`src/design/lc3b_pkg.sv`:
```
package lc3b_pkg;

	////////////////////
	// widths
	////////////////////
	typedef logic [15:0] lc3b_word;
	typedef logic [2:0] lc3b_reg;
	typedef logic [2:0] lc3b_nzp;

	// only the opcodes this core executes
	typedef enum logic [3:0] {
		op_br  = 4'b0000,
		op_add = 4'b0001,
		op_ldb = 4'b0010,
		op_stb = 4'b0011,
		op_and = 4'b0101,
		op_ldr = 4'b0110,
		op_str = 4'b0111,
		op_not = 4'b1001,
		op_ldi = 4'b1010,
		op_sti = 4'b1011,
		op_lea = 4'b1110
	} lc3b_opcode;

	typedef enum logic [1:0] {
		alu_add,
		alu_and,
		alu_not,
		alu_pass
	} alu_op_t;

	typedef enum logic [1:0] {
		wb_alu,
		wb_mem,
		wb_addr,
		wb_pc
	} wb_sel_t;

	typedef struct packed {
		lc3b_opcode opcode;
		alu_op_t alu_op;
		logic sr2_is_imm;
		logic sr2_from_dest;
		// 0 picks offset6, 1 picks offset9
		logic addr_offset_sel;
		logic addr_base_pc;
		logic byte_op;
		logic read_memory;
		logic write_memory;
		logic indirect;
		logic load_regfile;
		logic load_cc;
		wb_sel_t wb_sel;
	} lc3b_control;

	////////////////////
	// pipeline stages
	////////////////////
	typedef struct packed {
		logic valid;
		lc3b_control control;
		lc3b_word ir;
		lc3b_word next_pc;
		lc3b_word sr1;
		lc3b_word sr2;
	} de_ex_t;

	typedef struct packed {
		logic valid;
		lc3b_control control;
		lc3b_word ir;
		lc3b_word next_pc;
		lc3b_word alu_out;
		lc3b_word address;
	} ex_mem_t;

	typedef struct packed {
		logic valid;
		lc3b_control control;
		lc3b_word ir;
		lc3b_word next_pc;
		lc3b_word alu_out;
		lc3b_word address;
		lc3b_word rdata;
	} mem_wb_t;

	localparam lc3b_word reset_pc = 16'h0000;
	// BR with nzp = 000, never taken
	localparam lc3b_word nop_word = 16'h0000;

endpackage : lc3b_pkg

```
`src/design/control_rom.sv`:
```
module control_rom
(
	input lc3b_pkg::lc3b_word ir,
	output lc3b_pkg::lc3b_control control
);

	always_comb
	begin
		control = '0;
		// raw opcode kept so unknown encodings never match a kept one
		control.opcode = lc3b_pkg::lc3b_opcode'(ir[15:12]);
		case (control.opcode)
			lc3b_pkg::op_add, lc3b_pkg::op_and:
			begin
				control.alu_op = (control.opcode == lc3b_pkg::op_add) ?
					lc3b_pkg::alu_add : lc3b_pkg::alu_and;
				control.sr2_is_imm = ir[5];
				control.load_regfile = 1'b1;
				control.load_cc = 1'b1;
				control.wb_sel = lc3b_pkg::wb_alu;
			end
			lc3b_pkg::op_not:
			begin
				// only the xor-with-all-ones form
				if (ir[5] && ir[4])
				begin
					control.alu_op = lc3b_pkg::alu_not;
					control.load_regfile = 1'b1;
					control.load_cc = 1'b1;
				end
			end
			lc3b_pkg::op_br:
			begin
				control.addr_offset_sel = 1'b1;
				control.addr_base_pc = 1'b1;
			end
			lc3b_pkg::op_lea:
			begin
				control.addr_offset_sel = 1'b1;
				control.addr_base_pc = 1'b1;
				control.load_regfile = 1'b1;
				control.wb_sel = lc3b_pkg::wb_addr;
			end
			lc3b_pkg::op_ldr, lc3b_pkg::op_ldb, lc3b_pkg::op_ldi:
			begin
				control.read_memory = 1'b1;
				control.byte_op = (control.opcode == lc3b_pkg::op_ldb);
				control.indirect = (control.opcode == lc3b_pkg::op_ldi);
				control.load_regfile = 1'b1;
				control.load_cc = 1'b1;
				control.wb_sel = lc3b_pkg::wb_mem;
			end
			lc3b_pkg::op_str, lc3b_pkg::op_stb, lc3b_pkg::op_sti:
			begin
				// store data rides through the alu
				control.sr2_from_dest = 1'b1;
				control.alu_op = lc3b_pkg::alu_pass;
				control.write_memory = 1'b1;
				control.byte_op = (control.opcode == lc3b_pkg::op_stb);
				control.indirect = (control.opcode == lc3b_pkg::op_sti);
			end
			default:
			begin
				// unsupported, stays a nop
				control.load_regfile = 1'b0;
			end
		endcase
	end

endmodule : control_rom

```
`src/design/datapath.sv`:
```
module datapath
(
	input logic clk,
	input logic arst_n,
	input logic mem_resp_a,
	input lc3b_pkg::lc3b_word mem_rdata_a,
	output logic mem_read_a,
	output lc3b_pkg::lc3b_word mem_address_a,
	input logic mem_resp_b,
	input lc3b_pkg::lc3b_word mem_rdata_b,
	output logic mem_read_b,
	output logic mem_write_b,
	output lc3b_pkg::lc3b_word mem_address_b,
	output lc3b_pkg::lc3b_word mem_wdata_b,
	output logic [1:0] mem_wmask_b,
	output lc3b_pkg::lc3b_word de_ir,
	input lc3b_pkg::lc3b_control de_control,
	output lc3b_pkg::lc3b_reg src_a,
	output lc3b_pkg::lc3b_reg src_b,
	input lc3b_pkg::lc3b_word reg_a,
	input lc3b_pkg::lc3b_word reg_b,
	output logic wb_load_reg,
	output lc3b_pkg::lc3b_reg wb_dest,
	output lc3b_pkg::lc3b_word wb_data
);

	lc3b_pkg::lc3b_word pc, pc_plus2, ibuf, fetch_word, de_next_pc;
	lc3b_pkg::lc3b_word ex_alu_out, ex_address, mdr, rdata_live, load_value;
	lc3b_pkg::de_ex_t de_ex;
	lc3b_pkg::ex_mem_t ex_mem;
	lc3b_pkg::mem_wb_t mem_wb;
	lc3b_pkg::lc3b_nzp nzp, wb_cc;
	logic fetch_held, de_valid, advance, flush, mem_rd, mem_wr, first_phase;
	logic use_pointer, hold_first, access_done, strobe_mask, wb_load_cc;

	////////////////////
	// fetch
	////////////////////
	assign pc_plus2 = pc + 16'd2;
	assign mem_address_a = pc;
	assign fetch_word = fetch_held ? ibuf : mem_rdata_a;

	// one step for every stage, when fetch and data port are both done
	assign advance = (mem_resp_a || fetch_held) && (!(mem_rd || mem_wr) || access_done);

	always_ff @(posedge clk or negedge arst_n)
	begin
		if (!arst_n)
		begin
			pc <= lc3b_pkg::reset_pc;
			mem_read_a <= 1'b0;
			fetch_held <= 1'b0;
		end
		else if (advance)
		begin
			pc <= flush ? mem_wb.address : pc_plus2;
			mem_read_a <= 1'b1;
			fetch_held <= 1'b0;
		end
		else if (mem_resp_a)
		begin
			// park the word until the data side catches up
			mem_read_a <= 1'b0;
			fetch_held <= 1'b1;
		end
		else
			mem_read_a <= !fetch_held;
	end

	always_ff @(posedge clk)
	begin
		if (mem_resp_a && !advance)
			ibuf <= mem_rdata_a;
	end

	////////////////////
	// pipeline registers
	////////////////////
	always_ff @(posedge clk or negedge arst_n)
	begin
		if (!arst_n)
		begin
			de_valid <= 1'b0;
			de_ir <= lc3b_pkg::nop_word;
			de_next_pc <= lc3b_pkg::reset_pc;
			de_ex <= '0;
			ex_mem <= '0;
			mem_wb <= '0;
		end
		else if (advance)
		begin
			// a taken branch squashes everything younger
			de_valid <= !flush;
			de_ir <= fetch_word;
			de_next_pc <= pc_plus2;

			de_ex.valid <= de_valid && !flush;
			de_ex.control <= de_control;
			de_ex.ir <= de_ir;
			de_ex.next_pc <= de_next_pc;
			de_ex.sr1 <= reg_a;
			de_ex.sr2 <= reg_b;

			ex_mem.valid <= de_ex.valid && !flush;
			ex_mem.control <= de_ex.control;
			ex_mem.ir <= de_ex.ir;
			ex_mem.next_pc <= de_ex.next_pc;
			ex_mem.alu_out <= ex_alu_out;
			ex_mem.address <= ex_address;

			mem_wb.valid <= ex_mem.valid && !flush;
			mem_wb.control <= ex_mem.control;
			mem_wb.ir <= ex_mem.ir;
			mem_wb.next_pc <= ex_mem.next_pc;
			mem_wb.alu_out <= ex_mem.alu_out;
			mem_wb.address <= ex_mem.address;
			mem_wb.rdata <= load_value;
		end
	end

	// decode
	assign src_a = de_ir[8:6];
	assign src_b = de_control.sr2_from_dest ? de_ir[11:9] : de_ir[2:0];

	execute_unit execute_unit
	(
		.control(de_ex.control),
		.next_pc(de_ex.next_pc),
		.ir(de_ex.ir),
		.sr1(de_ex.sr1),
		.sr2(de_ex.sr2),
		.alu_out(ex_alu_out),
		.address(ex_address)
	);

	////////////////////
	// memory
	////////////////////
	assign mem_rd = ex_mem.valid && !flush && ex_mem.control.read_memory;
	assign mem_wr = ex_mem.valid && !flush && ex_mem.control.write_memory;

	stall_logic stall_logic
	(
		.clk,
		.arst_n,
		.advance,
		.read(mem_rd),
		.write(mem_wr),
		.indirect(ex_mem.control.indirect),
		.resp(mem_resp_b),
		.use_pointer,
		.hold_first,
		.access_done,
		.strobe_mask
	);

	// first half of ldi/sti always reads the pointer
	assign first_phase = ex_mem.control.indirect && !use_pointer;
	assign mem_read_b = strobe_mask && (mem_rd || (mem_wr && first_phase));
	assign mem_write_b = strobe_mask && mem_wr && !first_phase;
	assign mem_address_b = use_pointer ? mdr : ex_mem.address;

	// stb puts the byte on both lanes and masks one
	assign mem_wdata_b = ex_mem.control.byte_op ?
		{ex_mem.alu_out[7:0], ex_mem.alu_out[7:0]} : ex_mem.alu_out;
	assign mem_wmask_b = !ex_mem.control.byte_op ? 2'b11 :
		(mem_address_b[0] ? 2'b10 : 2'b01);

	always_ff @(posedge clk)
	begin
		if (hold_first)
			mdr <= mem_rdata_b;
	end

	assign rdata_live = mem_resp_b ? mem_rdata_b : mdr;
	assign load_value = !ex_mem.control.byte_op ? rdata_live :
		{8'h00, mem_address_b[0] ? rdata_live[15:8] : rdata_live[7:0]};

	////////////////////
	// write back
	////////////////////
	always_comb
	begin
		unique case (mem_wb.control.wb_sel)
			lc3b_pkg::wb_alu: wb_data = mem_wb.alu_out;
			lc3b_pkg::wb_mem: wb_data = mem_wb.rdata;
			lc3b_pkg::wb_addr: wb_data = mem_wb.address;
			lc3b_pkg::wb_pc: wb_data = mem_wb.next_pc;
		endcase
	end

	always_comb
	begin
		if (wb_data[15])
			wb_cc = 3'b100;
		else if (wb_data == '0)
			wb_cc = 3'b010;
		else
			wb_cc = 3'b001;
	end

	assign wb_dest = mem_wb.ir[11:9];
	assign wb_load_reg = advance && mem_wb.valid && mem_wb.control.load_regfile;
	assign wb_load_cc = advance && mem_wb.valid && mem_wb.control.load_cc;

	always_ff @(posedge clk or negedge arst_n)
	begin
		// zero flag out of reset
		if (!arst_n)
			nzp <= 3'b010;
		else if (wb_load_cc)
			nzp <= wb_cc;
	end

	// branch resolves here, target was formed in execute
	assign flush = mem_wb.valid && (mem_wb.control.opcode == lc3b_pkg::op_br) &&
		|(mem_wb.ir[11:9] & nzp);

	assert property (@(posedge clk) disable iff (!arst_n) !(mem_read_b && mem_write_b));

endmodule : datapath

```
`src/design/execute_unit.sv`:
```
module execute_unit
(
	input lc3b_pkg::lc3b_control control,
	input lc3b_pkg::lc3b_word next_pc,
	input lc3b_pkg::lc3b_word ir,
	input lc3b_pkg::lc3b_word sr1,
	input lc3b_pkg::lc3b_word sr2,
	output lc3b_pkg::lc3b_word alu_out,
	output lc3b_pkg::lc3b_word address
);

	lc3b_pkg::lc3b_word imm5;
	lc3b_pkg::lc3b_word operand_b;
	lc3b_pkg::lc3b_word offset;
	lc3b_pkg::lc3b_word scaled;
	lc3b_pkg::lc3b_word base;

	////////////////////
	// alu
	////////////////////
	assign imm5 = {{11{ir[4]}}, ir[4:0]};
	assign operand_b = control.sr2_is_imm ? imm5 : sr2;

	always_comb
	begin
		unique case (control.alu_op)
			lc3b_pkg::alu_add: alu_out = sr1 + operand_b;
			lc3b_pkg::alu_and: alu_out = sr1 & operand_b;
			lc3b_pkg::alu_not: alu_out = ~sr1;
			lc3b_pkg::alu_pass: alu_out = operand_b;
		endcase
	end

	////////////////////
	// address adder
	////////////////////
	assign offset = control.addr_offset_sel ? {{7{ir[8]}}, ir[8:0]} :
		{{10{ir[5]}}, ir[5:0]};

	// word accesses count in words, byte accesses in bytes
	assign scaled = control.byte_op ? offset : {offset[14:0], 1'b0};
	assign base = control.addr_base_pc ? next_pc : sr1;
	assign address = base + scaled;

endmodule : execute_unit

```
`src/design/lc3b_core.sv`:
```
module lc3b_core
(
	input logic clk,
	input logic arst_n,
	input logic mem_resp_a,
	input lc3b_pkg::lc3b_word mem_rdata_a,
	output logic mem_read_a,
	output lc3b_pkg::lc3b_word mem_address_a,
	input logic mem_resp_b,
	input lc3b_pkg::lc3b_word mem_rdata_b,
	output logic mem_read_b,
	output logic mem_write_b,
	output lc3b_pkg::lc3b_word mem_address_b,
	output lc3b_pkg::lc3b_word mem_wdata_b,
	output logic [1:0] mem_wmask_b
);

	lc3b_pkg::lc3b_word de_ir, reg_a, reg_b, wb_data;
	lc3b_pkg::lc3b_control de_control;
	lc3b_pkg::lc3b_reg src_a, src_b, wb_dest;
	logic wb_load_reg;

	datapath datapath
	(
		.clk,
		.arst_n,
		.mem_resp_a,
		.mem_rdata_a,
		.mem_read_a,
		.mem_address_a,
		.mem_resp_b,
		.mem_rdata_b,
		.mem_read_b,
		.mem_write_b,
		.mem_address_b,
		.mem_wdata_b,
		.mem_wmask_b,
		.de_ir,
		.de_control,
		.src_a,
		.src_b,
		.reg_a,
		.reg_b,
		.wb_load_reg,
		.wb_dest,
		.wb_data
	);

	control_rom control_rom
	(
		.ir(de_ir),
		.control(de_control)
	);

	regfile regfile
	(
		.clk,
		.arst_n,
		.load(wb_load_reg),
		.dest(wb_dest),
		.in(wb_data),
		.src_a,
		.src_b,
		.reg_a,
		.reg_b
	);

endmodule : lc3b_core

```
`src/design/regfile.sv`:
```
module regfile
(
	input logic clk,
	input logic arst_n,
	input logic load,
	input lc3b_pkg::lc3b_reg dest,
	input lc3b_pkg::lc3b_word in,
	input lc3b_pkg::lc3b_reg src_a,
	input lc3b_pkg::lc3b_reg src_b,
	output lc3b_pkg::lc3b_word reg_a,
	output lc3b_pkg::lc3b_word reg_b
);

	lc3b_pkg::lc3b_word regs [8];

	always_ff @(posedge clk or negedge arst_n)
	begin
		if (!arst_n)
		begin
			for (int i = 0; i < 8; i++)
			begin
				regs[i] <= '0;
			end
		end
		else if (load)
		begin
			regs[dest] <= in;
		end
	end

	// no bypass, decode sees a write the cycle after
	assign reg_a = regs[src_a];
	assign reg_b = regs[src_b];

endmodule : regfile

```
`src/design/stall_logic.sv`:
```
module stall_logic
(
	input logic clk,
	input logic arst_n,
	input logic advance,
	input logic read,
	input logic write,
	input logic indirect,
	input logic resp,
	output logic use_pointer,
	output logic hold_first,
	output logic access_done,
	output logic strobe_mask
);

	typedef enum logic [1:0] {
		s_idle,
		s_pointer,
		s_final
	} stall_state_t;

	stall_state_t state;
	stall_state_t next;

	always_ff @(posedge clk or negedge arst_n)
	begin
		if (!arst_n)
			state <= s_idle;
		else
			state <= next;
	end

	always_comb
	begin
		next = state;
		unique case (state)
			s_idle:
				if ((read || write) && resp)
				begin
					if (indirect)
						next = s_pointer;
					else if (!advance)
						next = s_final;
				end
			s_pointer:
				if (resp)
					next = advance ? s_idle : s_final;
			s_final:
				if (advance)
					next = s_idle;
			default:
				next = s_idle;
		endcase
	end

	// second access of ldi/sti goes to the fetched pointer
	assign use_pointer = (state == s_pointer);
	assign hold_first = resp && (state != s_final);
	// s_final waits for fetch with the strobes dropped
	assign strobe_mask = (state != s_final);
	assign access_done = (state == s_final) ||
		(resp && ((state == s_pointer) || (state == s_idle && !indirect)));

	// memory stage always starts clean after the pipeline moves
	assert property (@(posedge clk) disable iff (!arst_n) advance |=> state == s_idle);

endmodule : stall_logic

```
`config.mk`:
```
export PLATFORM = sky130hd
export DESIGN_NAME = lc3b_core
export DESIGN_NICKNAME = d
export VERILOG_FILES = /design/src/design/lc3b_pkg.sv /design/src/design/control_rom.sv /design/src/design/datapath.sv /design/src/design/execute_unit.sv /design/src/design/lc3b_core.sv /design/src/design/regfile.sv /design/src/design/stall_logic.sv
export SDC_FILE = /design/constraint.sdc
export NUM_CORES = 1
export LEC_CHECK = 0
export ABC_AREA = 1
export ABC_CLOCK_PERIOD_IN_PS = 6200
export BUFFER_PORTS_ARGS = -buffer_cell sky130_fd_sc_hd__buf_2
export CORE_AREA = 4 4 223 225
export CTS_CLUSTER_DIAMETER = 60
export DETAILED_ROUTE_END_ITERATION = 12
export DIE_AREA = 0 0 227 229
export GPL_ROUTABILITY_DRIVEN = 0
export GPL_TIMING_DRIVEN = 0
export PLACE_DENSITY = 0.69
export SYNTH_ARGS = -nofsm -noshare
export SYNTH_HDL_FRONTEND = slang
export SYNTH_SLANG_ARGS = --single-unit
export TNS_END_PERCENT = 50
```
`constraint.sdc`:
```
create_clock -name clk -period 6.2 [get_ports clk]
set_clock_uncertainty 0.15 [all_clocks]
set_input_delay 0.93 -clock clk [delete_from_list [all_inputs] [get_ports clk]]
set_output_delay 0.93 -clock clk [all_outputs]
set_load 0.05 [all_outputs]
```
# --- Word-level counts from Yosys, hierarchy flattened ---
# Index checks and enable logic that the tools add are counted.
op_classes:
  addsub: 3
  n_mul: 0
  div: 0
  magnitude_cmp: 4
  n_eq_ne: 23
  shift: 0
  n_mux: 51
  bitwise_logic: 6
  n_reduce_logical: 51
op_table:
  columns: ["operator", "count"]
  rows:
  - ["$mux 16", 15]
  - ["$bwmux 128", 1]
  - ["$pmux 16 s4", 2]
  - ["$bmux 16 s3", 2]
  - ["$demux 16 s3", 1]
  - ["$add 16x16->16", 2]
  - ["$mux 2", 12]
  - ["$logic_and 1x1->1", 23]
  - ["$add 16x2->16 const B", 1]
  - ["$and 16x16->16", 1]
  - ["$eq 4x4->1 const B", 4]
  - ["$logic_not 16->1", 1]
  - ["$not 16->16", 1]
  - ["$eq 4x3->1 const B", 3]
  - ["$ge 4x4->1 const B", 3]
  - ["$not 3->4", 3]
  - ["$pmux 2 s3", 2]
  - ["$eq 2x2->1 const B", 5]
  - ["$reduce_or 3->1", 3]
  - ["$eq 4x2->1 const B", 2]
  - ["$logic_not 4->1", 2]
  - ["$mux 1", 8]
  - ["$mux 8", 1]
  - ["$pmux 1 s2", 4]
  - ["17 further kinds", 36]
word_totals:
  register_bits: 452
  latch_bits: 0
  mem_bits_rw: 0
  rom_bits: 0
  in_bits: 36
  memories: 0

# --- Logic depth before layout (Yosys ltp) ---
depth:
  ltp_word: 14
  mapped_depth: 16
  mapped_depth_nobuf: 16

# --- Hierarchy ---
# Synthesis repeated with hierarchy kept, for this count alone.
hier_totals:
  hier_cells: 3201
  area_unflattened_um2: 23607.6
modules_own_cells:
  columns: ["mod", "instances", "cells_per_inst", "area_per_inst_um2", "seq_area_each_um2"]
  rows:
  - ["datapath", 1, 1463, 13076.3, 7893.8]
  - ["regfile", 1, 1165, 7490.9, 3203.1]
  - ["execute_unit", 1, 503, 2670.1, 0.0]
  - ["control_rom", 1, 39, 195.2, 0.0]
  - ["stall_logic", 1, 31, 175.2, 50.0]

# --- Worst setup path before layout ---
# OpenSTA, ideal clock, no wires.
synth_timing:
  path_kind: "register -> output"
  startpoint: "reg datapath.mem_wb, in the netlist datapath.wb_dest[0]"
  endpoint: "out mem_write_b"
  arrival_ns: 1.917
  path_slack_ns: 3.203
  path_stages_with_launch: 7
  path_cell_list: "dfrtp_1 > buf_4 > nand2_1 > nand3_1 > nand2_2 > nand3_1 > nor3_1"
synth_between:
  elab_chain_len: 8
synth_lines:
  columns: ["item", "line", "source"]
  rows:
  - ["from (decl)", "datapath.sv:31", "lc3b_pkg::mem_wb_t mem_wb;"]
  - ["$and 3x3->3", "datapath.sv:217", "|(mem_wb.ir[11:9] & nzp);"]
  - ["$reduce_or 3->1", "datapath.sv:217", null]
  - ["$logic_and 1x1->1", "datapath.sv:216", "assign flush = mem_wb.valid && (mem_wb.control.opcode == lc3b_pkg::op_br) &&"]
  - ["$logic_not 1->1", "datapath.sv:140", "assign mem_wr = ex_mem.valid && !flush && ex_mem.control.write_memory;"]
  - ["$logic_and 1x1->1 (2 in a row)", "datapath.sv:140", null]
  - ["$logic_and 1x1->1 (2 in a row)", "datapath.sv:160", "assign mem_write_b = strobe_mask && mem_wr && !first_phase;"]
  - ["to (decl)", "lc3b_core.sv:12", "output logic mem_write_b,"]
# No other way between the ends.

# --- Final worst setup path ---
layout_timing:
  startpoint: "reg datapath.ex_mem[71] (netlist bit)"
  endpoint: "out mem_wdata_b[15]"
layout_between:
  elab_chain_len: 1
layout_lines:
  columns: ["item", "line", "source"]
  rows:
  - ["from (decl)", "datapath.sv:30", "lc3b_pkg::ex_mem_t ex_mem;"]
  - ["$mux 16", "datapath.sv:164", "assign mem_wdata_b = ex_mem.control.byte_op ?"]
  - ["to (decl)", "lc3b_core.sv:14", "output lc3b_pkg::lc3b_word mem_wdata_b,"]
# No other way between the ends.

==> metrics.yaml <==
sta:
  drv_slew: 0
  final.period_utilization_pct: 58.6
  slew_headroom_pct: 12.9
  hold_viol_final: 0
  post-route-min-period_ps: 3630
  fin_tns_setup_ps: 0
  finalSetupViolCount: 0
  clock.fmax_ghz: 0.275
  worst-slew-pin-transition_ps: 1300
  rsz0062_at_grt: "false"
  fin_hold_ws_ps: 215
clock_tree:
  cts_tree: "yes"
  ctsResizeCount: 0
  cts.sinks: 431
  clock_latency_ps: 600
  hold_buffers: 0
  htree_levels: 2
  cts_root_buffer: "clkbuf_16"
  cts_buffers: 48
  clockBufferDepth: 3
  clkTransAtPathRegs_ps: 60
  cts_setup_buffers: 0
power_and_ir_drop:
  p_clk_share_pct: 19.1
  switching_power_mw: 7.77
  p_per_area_nw_per_um2: 611
  combPwrFrac_pct: 50.1
  finalPower_mw: 15.6
  vdd_ir_drop_max_uv: 276
  internal_power_mw: 7.85
  p_seq_share_pct: 30.8
  power_leakage_nw: 12.8
  swShare_pct: 49.7
placement:
  dp_hpwl_um: 58700
  io_buffers: 88
  place_inst: 3645
cells_and_area:
  fin_nets: 3150
  fin_cells: 3731
  final_common_cell: "nand2_1"
  drive_above_1_share_pct: 9.05
  layout_common_cells: "nand2_1 (990), dfrtp_1 (398), o21ai_0 (290), nand3_1 (265), inv_1 (255)"
  antenna_cells: 0
  synthToLayoutAreaGrowth_pct: 13.0
  final_util_pct: 53.8
synth:
  synthesis.area_um2: 22600
  synthFlopType: "dfrtp_1"
  synth.area.top_cells: "dfrtp_1 (44%), nand2_1 (16%), o21ai_0 (6.4%)"
  yosys_warnings: 0
  ys_seq_area_share_pct: 48.4
  synth_top_area_share_pct: 44.0
  avgSynthCellArea_um2: 7.70
  synth_edf_count: 32
  synth_area_leader_cell: "dfrtp_1"
  synth-seq-cells: 431
  synth_cell_types: 45
  syn-num-nets: 3009
  ys_async_sr_fraction_pct: 92.6
  synthCells: 2939
setup_path:
  critPathRequiredTime_ps: 5120
  critPathMaxFanout: 10
  reg2reg_depth: 15
  critPathArrivalTime_ps: 2550
  cp-start-kind: "flop"
  reg2reg_to: "datapath.ex_mem[24]"
  critPathKind: "reg -> out"
  endpoint_kind: "output port"
  reg2reg_from: "datapath.de_ex[75]"
  reg2reg_slack_ps: 2870
global_route:
  grt_max_degree: 117
  grt_first_pass_wirelength_um: 122000
  grt.total_usage_pct: 30.1
  grt_remaining_overflow: 0
  antenna_found_initial: 0
  grt_pass1_vias: 21000
floorplan:
  ios: 89
  num_rows: 80
  die_x_um: 227
  die_area_um2: 52000
  coreArea_um2: 47500
  start_util_pct: 47.6
  die_h_um: 229
route:
  ant_nets: 0
  drc: 0
  wl_per_cell_um: 21.2
  totalWireLength_um: 79000
  vias: 22000
  vias_per_cell: 5.89
  dr.pass1.iters: 6
  drt-initial-drc-count: 3149
run_status:
  outcome: "finished clean"
worst_hold_path:
  hold_path_class: "in -> async"
flow_run:
  cap_violations: 0
==> cell type report <==
| type | count | area, um^2 |
|---|---|---|
| plain buffers | 174 | 847 |
| inverters | 261 | 980 |
| multi-input cells | 2073 | 9860 |
| repair buffers | 91 | 533 |
| clock buffers | 70 | 1410 |
| flip-flops and latches | 431 | 10900 |
| well taps | 615 | 769 |
| clock inverters | 16 | 230 |
| fillers | 4494 | 22000 |
==> how the worst max path moves through the flow <==
stage | from | endpoint | slack, ps | cells past startpoint
after floorplan | datapath.wb_dest[0] | mem_write_b | 3200 | 6
final | datapath.ex_mem[71] | mem_wdata_b[15] | 2570 | 5
after global placement | arst_n | regfile.regs[87] | -3640 | 1
after detailed placement | mem_resp_b | datapath.mdr[11] | 2800 | 4
after global routing | datapath.stall_logic.state[0] | mem_wmask_b[0] | 2460 | 7
after CTS | datapath.ex_mem[71] | mem_wdata_b[15] | 2550 | 5
==> flip-flops by register name, indices dropped and copies added (netlist names) <==
signal	cells
regfile.regs	128
datapath.de_ex	76
datapath.mem_wb	73
datapath.ex_mem	63
datapath.de_ir	16
datapath.de_next_pc	16
datapath.ibuf	16
datapath.mdr	16
datapath.mem_address_a	16
datapath.nzp	3
datapath.wb_dest	3
datapath.stall_logic.state	2
datapath.de_valid	1
datapath.fetch_held	1
datapath.mem_read_a	1
==> kinds of logic after synthesis <==
logic type | count (synthesis) | synth area share [%]
fa+ha+maj | 34 | 1.95
flops | 431 | 48.4
simple gates | 1493 | 26.9
compound gates | 511 | 13.3
mux | 8 | 0.354
xor+xnor | 27 | 1.05
buf+inv | 435 | 8.07
==> cells in the mapped netlist (3+ instances only) <==
master      n
o221ai_1   16
nor2_1    191
nor3_2      4
buf_1       4
o21ai_2     4
edfxtp_1   32
mux2i_1     8
xor2_1     15
a21oi_1    36
o22ai_1    20
dfrtp_1   398
o211ai_1   98
o21ai_1     6
nand3_1   265
a31oi_1    11
nor3_1      8
nand4_2     3
a221oi_1   12
inv_1     255
a21o_1      3
clkbuf_1   79
buf_4      27
buf_2      62
or2_2       5
o21a_1      3
xnor2_1    12
ha_1       32
o31ai_1    10
clkinv_1    4
o21ai_0   290
nand3b_1    5
nand2_1   990
nand4_1    14
==> power groups by stage <==
stage	clock, mW	combinational (mW)	sequential, mW
2_1_floorplan	0	5.06	4.58
3_3_place_gp	0	7.37	4.78
3_5_place_dp	0	7.54	4.79
4_1_cts	3.00	7.58	4.76
5_1_grt	3.13	8.47	4.90
6_report	2.98	7.83	4.81
==> routing by layer <==
layer	track usage, %	vias to the layer above	routed length (um)
li1	-	9894	-
met1	41.9	10500	31700
met2	46.5	1308	35400
met3	6.59	227	8550
met4	10.9	0	3230
met5	0	-	0
==> per-stage QoR <==
| step | setup slack (ps) | area, um^2 |
|---|---|---|
| 2_1_floorplan | 3200 | 22600 |
| 3_3_place_gp | -3640 | 23800 |
| 3_5_place_dp | 2800 | 23900 |
| 4_1_cts | 2550 | 25600 |
| 5_1_grt | 2460 | 25600 |
| 6_report | 2570 | 25600 |
==> critical path, stage by stage (launching register included) <==
cell      delay, ps
dfrtp_1         320
clkbuf_1        330
clkbuf_1        640
nand2_1          90
o21ai_0         220
buf_2           350
No activity file was read; power rests on OpenSTA's default activity.
